[src/logic/pifo_cfg.svh]
`ifndef PIFO_CFG_SVH
`define PIFO_CFG_SVH

// --------------------
// Tree shape
// --------------------

// Levels in the tree, root is level 0
`define PIFO_LEVELS 3

// --------------------
// Entry widths
// --------------------

`define PIFO_VAL_W 16   // Stored value, all ones is empty
`define PIFO_CNT_W 4    // Subtree entry counter

// Word address into one level SRAM
// Two bits cover the four leaf words
`define PIFO_ADDR_W 2

`endif

[src/logic/pifo_entry_pkg.sv]
`default_nettype none

`include "pifo_cfg.svh"

package pifo_entry_pkg;

    // --------------------
    // Values
    // --------------------
    typedef logic [`PIFO_VAL_W-1:0] pifo_val_t;

    // Marks an unused slot
    localparam pifo_val_t PIFO_EMPTY = '1;

    // --------------------
    // Slots and words
    // --------------------

    // Counter holds entries in the subtree rooted at this slot
    typedef struct packed {
        logic [`PIFO_CNT_W-1:0] cnt;
        pifo_val_t              val;
    } pifo_slot_t;

    // One node pair, one SRAM word
    typedef struct packed {
        pifo_slot_t slot1;
        pifo_slot_t slot0;
    } pifo_pair_t;

endpackage

`default_nettype wire

[src/logic/pifo_ctrl_pkg.sv]
`default_nettype none

`include "pifo_cfg.svh"

package pifo_ctrl_pkg;

    // --------------------
    // Node FSM
    // --------------------
    typedef enum logic [1:0] {
        ST_IDLE = 2'b00,
        ST_PUSH = 2'b01,
        ST_POP  = 2'b11,
        ST_WB   = 2'b10    // Pop write-back with child value
    } node_state_t;

    // --------------------
    // Parent to child
    // --------------------

    // Push and pop together are ignored by the receiver
    typedef struct packed {
        logic                     push;
        logic                     pop;
        pifo_entry_pkg::pifo_val_t val;   // Only meaningful with push
        logic [`PIFO_ADDR_W-1:0]  addr;  // Word address in child level
    } node_cmd_t;

endpackage

`default_nettype wire

[src/logic/node_sram.sv]
`timescale 1ns/1ps
`default_nettype none

`include "pifo_cfg.svh"

module node_sram #(
    parameter int DEPTH = 1
) (
    input  wire logic                       i_clk,
    input  wire logic                       i_arst_n,
    input  wire logic                       i_rd,
    input  wire logic [`PIFO_ADDR_W-1:0]    i_rd_addr,
    input  wire logic                       i_wr,
    input  wire logic [`PIFO_ADDR_W-1:0]    i_wr_addr,
    input  wire pifo_entry_pkg::pifo_pair_t i_wr_data,
    output pifo_entry_pkg::pifo_pair_t      o_rd_data
);

    pifo_entry_pkg::pifo_pair_t mem [DEPTH];
    pifo_entry_pkg::pifo_pair_t rd_word;

    // Storage, starts out with every slot empty
    always_ff @(posedge i_clk or negedge i_arst_n) begin
        if (!i_arst_n) begin
            for (int i = 0; i < DEPTH; i++) begin
                mem[i] <= '{slot1: '{cnt: '0, val: pifo_entry_pkg::PIFO_EMPTY},
                            slot0: '{cnt: '0, val: pifo_entry_pkg::PIFO_EMPTY}};
            end
        end else begin
            for (int i = 0; i < DEPTH; i++) begin
                if (i_wr && i_wr_addr == `PIFO_ADDR_W'(i)) begin
                    mem[i] <= i_wr_data;
                end
            end
        end
    end

    always_comb begin
        rd_word = mem[0];
        for (int i = 1; i < DEPTH; i++) begin
            if (i_rd_addr == `PIFO_ADDR_W'(i)) rd_word = mem[i];
        end
    end

    // Output holds until the next read
    always_ff @(posedge i_clk) begin
        if (i_rd) o_rd_data <= rd_word;
    end

    // Command spacing keeps reads away from words still being written
    a_no_rw_same_addr : assert property (@(posedge i_clk) disable iff (!i_arst_n)
        !(i_rd && i_wr && i_rd_addr == i_wr_addr));

endmodule

`default_nettype wire

[src/logic/pifo_pair_update.sv]
`timescale 1ns/1ps
`default_nettype none

`include "pifo_cfg.svh"

module pifo_pair_update (
    input  wire pifo_ctrl_pkg::node_state_t i_state,
    input  wire pifo_entry_pkg::pifo_pair_t i_word,          // Word read from SRAM
    input  wire pifo_entry_pkg::pifo_val_t  i_push_val,      // Latched push value
    input  wire pifo_entry_pkg::pifo_val_t  i_child_pop_val,
    output pifo_entry_pkg::pifo_pair_t      o_word,
    output pifo_entry_pkg::pifo_val_t       o_pop_val,
    output logic                            o_child_push,
    output pifo_entry_pkg::pifo_val_t       o_child_push_val,
    output logic                            o_port           // Slot that was touched
);

    localparam logic [`PIFO_CNT_W-1:0] CNT_ONE = `PIFO_CNT_W'(1);

    logic                       cnt_port;
    logic                       val_port;
    pifo_entry_pkg::pifo_slot_t sel_slot;
    pifo_entry_pkg::pifo_slot_t new_slot;

    // --------------------
    // Slot choice
    // --------------------

    // Lighter subtree takes a push, ties to slot 0
    assign cnt_port = (i_word.slot1.cnt < i_word.slot0.cnt);

    // Smaller value leaves on a pop, ties to slot 0
    assign val_port = (i_word.slot1.val < i_word.slot0.val);

    always_comb begin
        if (i_state == pifo_ctrl_pkg::ST_PUSH) begin
            o_port = cnt_port;
        end else begin
            o_port = val_port;
        end
    end

    assign sel_slot = o_port ? i_word.slot1 : i_word.slot0;

    // --------------------
    // Slot rewrite
    // --------------------
    always_comb begin
        new_slot         = sel_slot;
        o_pop_val        = pifo_entry_pkg::PIFO_EMPTY;
        o_child_push     = 1'b0;
        o_child_push_val = i_push_val;

        case (i_state)
            pifo_ctrl_pkg::ST_PUSH: begin
                new_slot.cnt = sel_slot.cnt + CNT_ONE;
                if (sel_slot.val == pifo_entry_pkg::PIFO_EMPTY) begin
                    new_slot.val = i_push_val;             // Free slot, stop here
                end else if (i_push_val < sel_slot.val) begin
                    new_slot.val     = i_push_val;         // New value is the min
                    o_child_push     = 1'b1;
                    o_child_push_val = sel_slot.val;
                end else begin
                    o_child_push     = 1'b1;               // Keep resident, send new one
                    o_child_push_val = i_push_val;
                end
            end

            pifo_ctrl_pkg::ST_POP,
            pifo_ctrl_pkg::ST_WB: begin
                // Only the first pop cycle reports upward
                if (i_state == pifo_ctrl_pkg::ST_POP) begin
                    o_pop_val = sel_slot.val;
                end
                // Empty subtree keeps the word as it is
                if (sel_slot.cnt != '0) begin
                    new_slot.cnt = sel_slot.cnt - CNT_ONE;
                    new_slot.val = i_child_pop_val;        // Refill from below
                end
            end

            default: begin
                new_slot = sel_slot;
            end
        endcase
    end

    // Put the rewritten slot back next to its untouched partner
    always_comb begin
        o_word = i_word;
        if (o_port) begin
            o_word.slot1 = new_slot;
        end else begin
            o_word.slot0 = new_slot;
        end
    end

endmodule

`default_nettype wire

[src/logic/pifo_node.sv]
`timescale 1ns/1ps
`default_nettype none

`include "pifo_cfg.svh"

module pifo_node #(
    parameter int LEVEL_IDX = 0
) (
    input  wire logic                       i_clk,
    input  wire logic                       i_arst_n,

    input  wire pifo_ctrl_pkg::node_cmd_t   i_cmd,           // From parent
    output pifo_entry_pkg::pifo_val_t       o_pop_val,       // To parent

    output pifo_ctrl_pkg::node_cmd_t        o_cmd,           // To child
    input  wire pifo_entry_pkg::pifo_val_t  i_child_pop_val, // From child

    output logic                            o_sram_rd,
    output logic [`PIFO_ADDR_W-1:0]         o_sram_rd_addr,
    input  wire pifo_entry_pkg::pifo_pair_t i_sram_rd_data,
    output logic                            o_sram_wr,
    output logic [`PIFO_ADDR_W-1:0]         o_sram_wr_addr,
    output pifo_entry_pkg::pifo_pair_t      o_sram_wr_data
);

    // Leaf level has nothing below it
    localparam bit HAS_CHILD = (LEVEL_IDX < `PIFO_LEVELS - 1);

    pifo_ctrl_pkg::node_state_t state_q;
    pifo_ctrl_pkg::node_state_t state_d;
    pifo_entry_pkg::pifo_val_t  push_val_q;
    logic [`PIFO_ADDR_W-1:0]    addr_q;

    logic                       take_push;
    logic                       take_pop;
    logic                       accept;
    logic                       child_push;
    pifo_entry_pkg::pifo_val_t  child_push_val;
    logic                       port;

    // --------------------
    // Command intake
    // --------------------
    assign take_push = i_cmd.push & ~i_cmd.pop;
    assign take_pop  = i_cmd.pop & ~i_cmd.push;

    // Deaf while in the first pop cycle
    assign accept = (take_push | take_pop) & (state_q != pifo_ctrl_pkg::ST_POP);

    always_comb begin
        case (state_q)
            pifo_ctrl_pkg::ST_POP: begin
                state_d = pifo_ctrl_pkg::ST_WB;
            end
            default: begin
                if (take_push) begin
                    state_d = pifo_ctrl_pkg::ST_PUSH;
                end else if (take_pop) begin
                    state_d = pifo_ctrl_pkg::ST_POP;
                end else begin
                    state_d = pifo_ctrl_pkg::ST_IDLE;
                end
            end
        endcase
    end

    always_ff @(posedge i_clk or negedge i_arst_n) begin
        if (!i_arst_n) begin
            state_q <= pifo_ctrl_pkg::ST_IDLE;
        end else begin
            state_q <= state_d;
        end
    end

    always_ff @(posedge i_clk) begin
        if (accept) begin
            push_val_q <= i_cmd.val;
            addr_q     <= i_cmd.addr;   // Word being worked on
        end
    end

    // --------------------
    // Word update
    // --------------------
    pifo_pair_update u_update (
        .i_state          (state_q),
        .i_word           (i_sram_rd_data),
        .i_push_val       (push_val_q),
        .i_child_pop_val  (i_child_pop_val),
        .o_word           (o_sram_wr_data),
        .o_pop_val        (o_pop_val),
        .o_child_push     (child_push),
        .o_child_push_val (child_push_val),
        .o_port           (port)
    );

    // SRAM side, read on accept and write in every busy cycle
    assign o_sram_rd      = accept;
    assign o_sram_rd_addr = i_cmd.addr;
    assign o_sram_wr      = (state_q != pifo_ctrl_pkg::ST_IDLE);
    assign o_sram_wr_addr = addr_q;

    // --------------------
    // Child command
    // --------------------
    always_comb begin
        o_cmd.push = HAS_CHILD & child_push;
        o_cmd.pop  = HAS_CHILD & (state_q == pifo_ctrl_pkg::ST_POP);
        o_cmd.val  = child_push_val;
        o_cmd.addr = {addr_q[`PIFO_ADDR_W-2:0], port};   // 2*addr + port
    end

    // Parent must hold off until the pop has reached write-back
    a_no_cmd_in_pop : assert property (@(posedge i_clk) disable iff (!i_arst_n)
        (state_q == pifo_ctrl_pkg::ST_POP) |-> !(i_cmd.push || i_cmd.pop));

endmodule

`default_nettype wire

[src/logic/pifo_tree.sv]
`timescale 1ns/1ps
`default_nettype none

`include "pifo_cfg.svh"

module pifo_tree (
    input  wire logic                      i_clk,
    input  wire logic                      i_arst_n,
    input  wire logic                      i_push,
    input  wire pifo_entry_pkg::pifo_val_t i_push_data,
    input  wire logic                      i_pop,
    output pifo_entry_pkg::pifo_val_t      o_pop_data
);

    // Entry i feeds level i, last entry is what the leaf sends down
    pifo_ctrl_pkg::node_cmd_t  cmd     [`PIFO_LEVELS+1];
    pifo_entry_pkg::pifo_val_t pop_val [`PIFO_LEVELS+1];

    // Root always works on word 0
    assign cmd[0] = '{push: i_push, pop: i_pop, val: i_push_data, addr: '0};

    assign pop_val[`PIFO_LEVELS] = pifo_entry_pkg::PIFO_EMPTY;   // Nothing below leaf
    assign o_pop_data            = pop_val[0];

    // --------------------
    // Levels
    // --------------------
    for (genvar lvl = 0; lvl < `PIFO_LEVELS; lvl++) begin : g_level
        logic                       sram_rd;
        logic                       sram_wr;
        logic [`PIFO_ADDR_W-1:0]    rd_addr;
        logic [`PIFO_ADDR_W-1:0]    wr_addr;
        pifo_entry_pkg::pifo_pair_t rd_data;
        pifo_entry_pkg::pifo_pair_t wr_data;

        pifo_node #(.LEVEL_IDX(lvl)) u_node (
            .i_clk           (i_clk),
            .i_arst_n        (i_arst_n),
            .i_cmd           (cmd[lvl]),
            .o_pop_val       (pop_val[lvl]),
            .o_cmd           (cmd[lvl+1]),
            .i_child_pop_val (pop_val[lvl+1]),
            .o_sram_rd       (sram_rd),
            .o_sram_rd_addr  (rd_addr),
            .i_sram_rd_data  (rd_data),
            .o_sram_wr       (sram_wr),
            .o_sram_wr_addr  (wr_addr),
            .o_sram_wr_data  (wr_data)
        );

        node_sram #(.DEPTH(1 << lvl)) u_sram (   // 1, 2, 4 words
            .i_clk     (i_clk),
            .i_arst_n  (i_arst_n),
            .i_rd      (sram_rd),
            .i_rd_addr (rd_addr),
            .i_wr      (sram_wr),
            .i_wr_addr (wr_addr),
            .i_wr_data (wr_data),
            .o_rd_data (rd_data)
        );
    end

endmodule

`default_nettype wire

[config.mk]
export PLATFORM = sky130hd
export DESIGN_NAME = pifo_tree
export DESIGN_NICKNAME = d
export VERILOG_FILES = /design/src/logic/pifo_entry_pkg.sv /design/src/logic/pifo_ctrl_pkg.sv /design/src/logic/node_sram.sv /design/src/logic/pifo_pair_update.sv /design/src/logic/pifo_node.sv /design/src/logic/pifo_tree.sv
export VERILOG_INCLUDE_DIRS = /design/src /design/src/logic
export SDC_FILE = /design/constraint.sdc
export NUM_CORES = 1
export LEC_CHECK = 0
export ABC_AREA = 1
export CAP_MARGIN = 10
export CORE_MARGIN = 5
export CORE_UTILIZATION = 50
export DETAILED_ROUTE_END_ITERATION = 8
export DONT_BUFFER_PORTS = 1
export GPL_TIMING_DRIVEN = 0
export SLEW_MARGIN = 10
export SYNTH_ARGS = -nofsm -noshare
export SYNTH_HDL_FRONTEND = slang
export SYNTH_SLANG_ARGS = --single-unit
[constraint.sdc]
create_clock -name i_clk -period 12.03 [get_ports i_clk]
set_input_delay 1.203 -clock i_clk [delete_from_list [all_inputs] [get_ports i_clk]]
set_output_delay 1.203 -clock i_clk [all_outputs]
set_load 0.01 [all_outputs]
# Word-level counts from Yosys, hierarchy flattened
# Index checks and enable logic that the tools add are counted.
# op_classes
add_sub_neg	6
multipliers	0
div_mod_pow	0
order_cmp	9
n_eq_ne	21
shift	0
muxes	53
n_bitwise	18
reduce_logical	17
# ops
operator	count
2-to-1 mux 16 bit	18
2-to-1 mux 20 bit	12
2-to-1 mux 40 bit	4
one-hot mux 20 bit (2 select lines)	3
less-than comparator 16 bit	6
equality test 16 bit (second input constant)	3
equality test 2 bit (second input constant)	10
2-to-1 mux 2 bit	9
adder 4 x 1 -> 4 bit (second input constant)	3
less-than comparator 4 bit	3
nonzero test 4 bit	3
subtractor 4 x 1 -> 4 bit (second input constant)	3
equality test 2 x 1 -> 1 bit (second input constant)	5
bitwise AND 1 bit	9
2-to-1 mux 1 bit	7
logical AND 1 bit	6
!= test 2 bit (second input constant)	3
inverter 1 bit	6
nonzero test 2 bit	3
OR reduction 2 bit	3
zero test 2 bit	2
bitwise OR 1 bit	3
# word_totals
register_bits	457
latch_bits	0
ramBits	0
romBits	0
out_inout_bits	16
n_memories	0

# Logic depth before layout (Yosys ltp)
# logic_depth
word_depth	11
depth_mapped	32
mapped_depth_nobuf	29

# Modules after synthesis
# Synthesis repeated with hierarchy kept, for this count alone.
# unflattened
cells_unflattened	3450
hier_area_um2	26868.3
# by_module_without_submodules
module	n_inst	cells_each	area_per_inst_um2
node_sram (g_level[2].u_sram)	1	984	8715.9
node_sram (g_level[1].u_sram)	1	529	5097.4
node_sram (g_level[0].u_sram)	1	215	2816.5
pifo_pair_update (g_level[0].u_node.u_update)	1	544	2795.2
pifo_pair_update (g_level[2].u_node.u_update)	1	538	2720.1
pifo_pair_update (g_level[1].u_node.u_update)	1	538	2696.3
pifo_node (g_level[0].u_node ...)	2	33	670.6
pifo_node (g_level[2].u_node)	1	34	678.2
pifo_tree	1	2	7.5

# Worst setup path after synthesis
# Ideal clock, no wire load.
# synth_path
path_type	register to register
start	register g_level[1].u_sram.o_rd_data[13] in the netlist's numbering
end	register g_level[2].u_node.addr_q[0], enable pin
t_arrival_ns	6.141
required_ns	11.469
setup_slack_ns	5.329
stages_incl_launch_ff	19
synth_period_minus_slack_ns	6.701
path_cell_list	edfxtp_1 -> inv_1 -> ha_1 -> nand2_1 -> inv_1 -> o21ai_0 -> nand3_1 -> a21oi_2 -> nand2_4 -> nand2_8 -> buf_6 -> nand2_1 -> o21ai_2 -> inv_1 -> nand2_1 -> nor3_1 -> nand4_1 -> nor2_1 -> a211oi_1
# synth_between
elab_chain_len	10
word_cells_on_any_way	11
cone_classes	1 x order compare; 1 x eq/ne; 4 x mux; 5 x bitwise
# synth_rtl
element	line	text
from (decl)	node_sram.sv:16	output pifo_entry_pkg::pifo_pair_t o_rd_data
from (signal assigned)	node_sram.sv:47	if (i_rd) o_rd_data <= rd_word;
less-than comparator 16 bit	pifo_pair_update.sv:33	assign val_port = (i_word.slot1.val < i_word.slot0.val);
2-to-1 mux 1 bit	pifo_pair_update.sv:36	if (i_state == pifo_ctrl_pkg::ST_PUSH) begin
2-to-1 mux 20 bit *	pifo_pair_update.sv:43	assign sel_slot = o_port ? i_word.slot1 : i_word.slot0;
equality test 16 bit *	pifo_pair_update.sv:57	if (sel_slot.val == pifo_entry_pkg::PIFO_EMPTY) begin
2-to-1 mux 1 bit *	pifo_pair_update.sv:57	
2-to-1 mux 1 bit *	pifo_pair_update.sv:54	case (i_state)
inverter 1 bit	pifo_node.sv:45	assign take_pop = i_cmd.pop & ~i_cmd.push;
bitwise AND 1 bit	pifo_node.sv:45	
bitwise OR 1 bit *	pifo_node.sv:48	assign accept = (take_push | take_pop) & (state_q != pifo_ctrl_pkg::ST_POP);
bitwise AND 1 bit *	pifo_node.sv:48	
named net g_level[2].sram_rd	pifo_tree.sv:29	logic sram_rd;
to (signal assigned)	pifo_node.sv:78	addr_q <= i_cmd.addr;
to (decl)	pifo_node.sv:32	logic [`PIFO_ADDR_W-1:0] addr_q;
# Mark *: on every way through the listed nets, which the timed path passes. The rest lies on a longest branch.
# A chain may end at the register's enable or synchronous reset.

# Worst setup path after layout
# layout_path
start	register g_level[2].u_sram.o_rd_data[19] in the netlist's numbering
end	register g_level[2].u_sram.mem[134] in the netlist's numbering
# layout_between
elab_chain_len	8
word_cells_on_any_way	11
cone_classes	2 x order compare; 1 x eq/ne; 7 x mux; 1 x reduce/logical
# layout_rtl
element	line	text
from (decl)	node_sram.sv:16	
from (signal assigned)	node_sram.sv:47	
less-than comparator 4 bit	pifo_pair_update.sv:30	assign cnt_port = (i_word.slot1.cnt < i_word.slot0.cnt);
2-to-1 mux 1 bit	pifo_pair_update.sv:36	
2-to-1 mux 20 bit	pifo_pair_update.sv:43	
less-than comparator 16 bit	pifo_pair_update.sv:59	end else if (i_push_val < sel_slot.val) begin
2-to-1 mux 16 bit	pifo_pair_update.sv:59	
2-to-1 mux 16 bit	pifo_pair_update.sv:57	
one-hot mux 20 bit (2 select lines)	pifo_pair_update.sv:54	
2-to-1 mux 20 bit *	pifo_pair_update.sv:91	if (o_port) begin
to (signal, indexed assignment)	node_sram.sv:26	mem[i] <= '{slot1: '{cnt: '0, val: pifo_entry_pkg::PIFO_EMPTY},
to (signal, indexed assignment)	node_sram.sv:32	mem[i] <= i_wr_data;
to (decl)	node_sram.sv:19	pifo_entry_pkg::pifo_pair_t mem [DEPTH];
# Mark *: on every way between the ends. The rest lies on a longest branch, timed or not.

==> qor.log <==
[clock_network] TritonCTS Buffers 53
[setup_path] Top delay family on crit path simple AND/OR/NAND/NOR gates
[grt] antenna violations before repair 0
[floorplan] floorplan die height 234 um
[clock_network] clock-pin slew on the worst setup and hold paths 0.06 ns
[grt] maximum number of pins on one net before global-route repair 287
[synthesis] Syn Area/Cell 8.09 sq um
[timing] worst-case clock skew 0.0261 ns
[setup_path] largest fanout on the critical path 10
[placement] gp weighted congestion 1.00
[setup_path] number of buffer and inverter stages on the critical path 5
[finish] Filler Cell Count 4655
[routing] Routed met1 length 35200 um
[synthesis] complex-gate fraction of the synthesized area 9.93%
[finish] area of the multi-input gates 10900 sq um
[timing] worst rel slew slack 13.7%
[floorplan] cell row count 82
[setup_path] type of origin of the critical path flop
[routing] total via count after detailed routing 22300
[clock_network] CTS sink cnt 457
[finish] area delta synth->final 11.1%
[routing] routed wire length per instance 22.0 um
[routing] remaining antenna violation count after routing 0
[timing] hold violation count in the final report 0
[synthesis] Seq/Total Area, Yosys 49.9%
[timing] Finish-stage setup viols 0
[clock_network] Clk Latency, worst-skew pair 0.61 ns
[routing] routed wire length on met2 40200 um
[routing] drt pass-1 iters 6
[synthesis] XOR/XNOR Fraction of Synth Area 0.278%
[grt] total gr overflow 0
[synthesis] Netlist Area Pre-Place 25200 sq um
[synthesis] fraction of synthesized area in multiplexers 0.159%
[setup_path] most frequent cell on the critical path sky130_fd_sc_hd__nand2_1
[setup_path] Critical Path, Cell by Cell inv_1 > ha_1 > nand2_1 > o211ai_1 > nand2_4 > buf_6 > buf_6 > o21a_1 > inv_1 > ha_1 > a21oi_1 > nor2_1 > a2111oi_0 > nand2_1 > nand2_2 > buf_6 > nand2_1 > nand3_1 > nand3_1 > nand3_1 > nand2_1
[timing] Worst-Margin Slew 1.29 ns
[synthesis] count of unique library cells instantiated by Yosys 50
[timing] Min Clock Period, post-route 4.76 ns
[synthesis] net count after synthesis 3232
[synthesis] combinational family with the most area after synthesis simple AND/OR/NAND/NOR gates
[synthesis] YS warnings 0
[synthesis] Synth Register Bits 457
[outcome] outcome completed
[setup_path] cell at the slowest stage of the critical path sky130_fd_sc_hd__o211ai_1
[timing] sum of negative setup slack 0 ns
[clock_network] clock tree from TritonCTS done
[synthesis] leading register cell type out of synthesis sky130_fd_sc_hd__dfstp_2
[clock_network] buffer depth of the longest clock path 3
[routing] count of unresolved DRC violations after routing 0
[finish] sequential cell area 12600 sq um
[setup_path] Crit path required time 12.55 ns
[routing] top routing layer used met4
[min_path] Min-Delay Path Class input port to async pin
[grt] global-route wire length before repair 129000 um
[placement] number of buffers inserted by port buffering 0
[clock_network] Post-CTS Setup Repair Bufs 0
[floorplan] I/O pins 36
[synthesis] simple-gate share of the synthesized area 28.0%
[floorplan] area of the die 54900 sq um
[routing] aggregate routed wire length 85500 um
[setup_path] launch point of the worst reg-to-reg path g_level[2].u_sram.o_rd_data[19]
[routing] First DRT Iteration DRCs 2240
[synthesis] Synth Instances 3112
[setup_path] R2R depth 21
[run] Max-cap violations 0
[setup_path] worst r2r dst g_level[2].u_sram.mem[134]
[placement] estimated wirelength of the detail-placed design 62700 um
[synthesis] post-synthesis async set-or-reset flop share 62.6%
[floorplan] area of the core 50000 sq um
[floorplan] Die Wd 234 um
[setup_path] highest cell delay on the worst timing path 0.70 ns
[setup_path] worst setup path class flop to flop
[setup_path] data arrival time of the worst path 5.28 ns
[finish] Post-layout nets 3295
[setup_path] endpoint type of the worst setup path flop
[timing] share of the clock period used by the worst path after layout 39.6%
[clock_network] total number of H-tree levels 2
[clock_network] number of hold buffers added after CTS 0
[synthesis] post-synthesis adder-cell area fraction 4.97%
[timing] highest clock frequency the design can meet 210 MHz
[timing] max-slew violation count 0
[routing] met3 WL 6390 um
[synthesis] count of flip-flops with a built-in enable after synthesis 171
[routing] detailed-route vias per instance 5.72
[clock_network] Root Buffer Master sky130_fd_sc_hd__clkbuf_16
[floorplan] initial core utilization 50.4%
[clock_network] count of cells resized by post-cts repair 0
[timing] setup repair after global routing missed its margin no
[setup_path] worst setup slack for register-to-register paths 7.27 ns
[finish] share of layout cells above drive strength 1 14.1%
[grt] via count of the first global-routing pass 21500
[grt] Total GRT Usage 30.9%
layout make-up:
type | count | area share [%]
Tap cell | 672 | 3.01
Timing Repair Buffer | 8 | 0.501
Multi-Input combinational cell | 2230 | 39.1
Antenna cell | 1 | 0.00894
Clock buffer | 73 | 5.41
Clock inverter | 27 | 0.984
Buffer | 141 | 2.28
Inverter | 284 | 3.82
Sequential cell | 457 | 44.9
per-stage QoR:
| stage | setup WS (ns) | std cells | cell area [sq um] | hold WS (ns) | utilization [%] |
|---|---|---|---|---|---|
| floorplan | 5.33 | 3112 | 25200 | 0.425 | - |
| global placement | 1.57 | 3784 | 26000 | 0.433 | 52.1 |
| detailed placement | 7.30 | 3792 | 26200 | 0.435 | 52.4 |
| CTS | 7.27 | 3892 | 28000 | 0.271 | 56.0 |
| global route | 6.83 | 3892 | 28000 | 0.276 | 56.0 |
| finish | 7.27 | 3893 | 28000 | 0.305 | 56.0 |
logic make-up (layout without fill, tap and decap cells):
| group | after synthesis | in the layout |
|---|---|---|
| mux | 4 | 4 |
| simple gates | 1670 | 1670 |
| fa+ha+maj | 100 | 100 |
| flops | 457 | 457 |
| compound gates | 448 | 448 |
| other cells | 0 | 1 |
| xor+xnor | 8 | 8 |
| buf+inv | 425 | 533 |
metal layers:
metal	track usage (%)	up-vias
met1	41.3	10700
met5	0	-
li1	-	10400
met3	4.35	216
met2	51.4	1018
met4	12.0	0
worst reg2reg max path, delay by kind of cell, from the launching register on:
| family | cells | cell delay, ns |
|---|---|---|
| flops | 1 | 0.42 |
| compound gates | 4 | 1.43 |
| simple gates | 10 | 1.54 |
| fa+ha+maj | 2 | 0.56 |
| buf+inv | 5 | 0.72 |
cells in the mapped netlist (16+ instances only):
library cell / number / share of area [%]
sky130_fd_sc_hd__nand2_1: 1125 / 17
sky130_fd_sc_hd__o21ai_1: 66 / 1.3
sky130_fd_sc_hd__nor2_1: 95 / 1.4
sky130_fd_sc_hd__o21ai_2: 16 / 0.56
sky130_fd_sc_hd__dfstp_2: 224 / 23
sky130_fd_sc_hd__clkbuf_1: 100 / 1.5
sky130_fd_sc_hd__a21oi_1: 148 / 2.9
sky130_fd_sc_hd__buf_2: 20 / 0.40
sky130_fd_sc_hd__inv_2: 22 / 0.33
sky130_fd_sc_hd__ha_1: 100 / 5.0
sky130_fd_sc_hd__edfxtp_1: 171 / 20
sky130_fd_sc_hd__inv_1: 257 / 3.8
sky130_fd_sc_hd__dfrtp_1: 62 / 6.2
sky130_fd_sc_hd__o21ai_0: 154 / 3.1
sky130_fd_sc_hd__nand3_1: 373 / 7.4
cell usage in the layout (no fill, tap or decap), types with 7 or more instances in the layout:
cell,Yosys,routed
sky130_fd_sc_hd__clkinv_1,4,9
sky130_fd_sc_hd__inv_2,22,22
sky130_fd_sc_hd__buf_1,9,9
sky130_fd_sc_hd__clkinv_2,0,9
sky130_fd_sc_hd__clkbuf_16,0,55
sky130_fd_sc_hd__nand3_2,15,15
sky130_fd_sc_hd__buf_2,20,20
sky130_fd_sc_hd__o21ai_0,154,154
sky130_fd_sc_hd__a31oi_1,8,8
sky130_fd_sc_hd__a21oi_1,148,148
sky130_fd_sc_hd__clkbuf_1,100,111
sky130_fd_sc_hd__edfxtp_1,171,171
sky130_fd_sc_hd__dfstp_2,224,224
sky130_fd_sc_hd__nand2_2,9,9
sky130_fd_sc_hd__a21oi_2,11,11
sky130_fd_sc_hd__xor2_1,7,7
sky130_fd_sc_hd__o21ai_2,16,16
sky130_fd_sc_hd__o22ai_1,8,8
sky130_fd_sc_hd__inv_1,257,257
sky130_fd_sc_hd__or2_2,11,11
sky130_fd_sc_hd__nor2_1,95,93
sky130_fd_sc_hd__nand4_1,13,13
sky130_fd_sc_hd__nand2_1,1125,1125
sky130_fd_sc_hd__nor3_1,13,13
sky130_fd_sc_hd__o211ai_1,8,8
sky130_fd_sc_hd__o21ai_1,66,66
sky130_fd_sc_hd__dfrtp_1,62,62
sky130_fd_sc_hd__ha_1,100,100
sky130_fd_sc_hd__buf_6,10,10
sky130_fd_sc_hd__nand3_1,373,373
sky130_fd_sc_hd__o221a_2,7,7
sky130_fd_sc_hd__clkbuf_8,0,7
registers in the layout, indices dropped and copies added (netlist names):
register	cells
g_level.u_node.o_sram_wr_addr	3
g_level.u_node.push_val_q	48
g_level.u_node.state_q	6
g_level.u_sram.mem	280
g_level.u_sram.o_rd_data	120
worst max path at each step:
stage                                     from                                  end  slack (ns)  depth (start not counted)
2_1_floorplan  g_level[1].u_sram.o_rd_data[13]  g_level[2].u_node.o_sram_wr_addr[0]        5.33                         18
3_3_place_gp   g_level[1].u_sram.o_rd_data[15]      g_level[2].u_sram.o_rd_data[14]        1.57                         17
3_5_place_dp   g_level[2].u_sram.o_rd_data[19]           g_level[2].u_sram.mem[134]        7.30                         21
4_1_cts        g_level[2].u_sram.o_rd_data[19]           g_level[2].u_sram.mem[134]        7.27                         21
5_1_grt        g_level[2].u_sram.o_rd_data[19]            g_level[2].u_sram.mem[14]        6.83                         24
6_report       g_level[2].u_sram.o_rd_data[19]           g_level[2].u_sram.mem[134]        7.27                         21
Power is left out: the tool's default activity adds up to more than one toggle a clock period on the data nets, which glitch-free logic cannot reach.
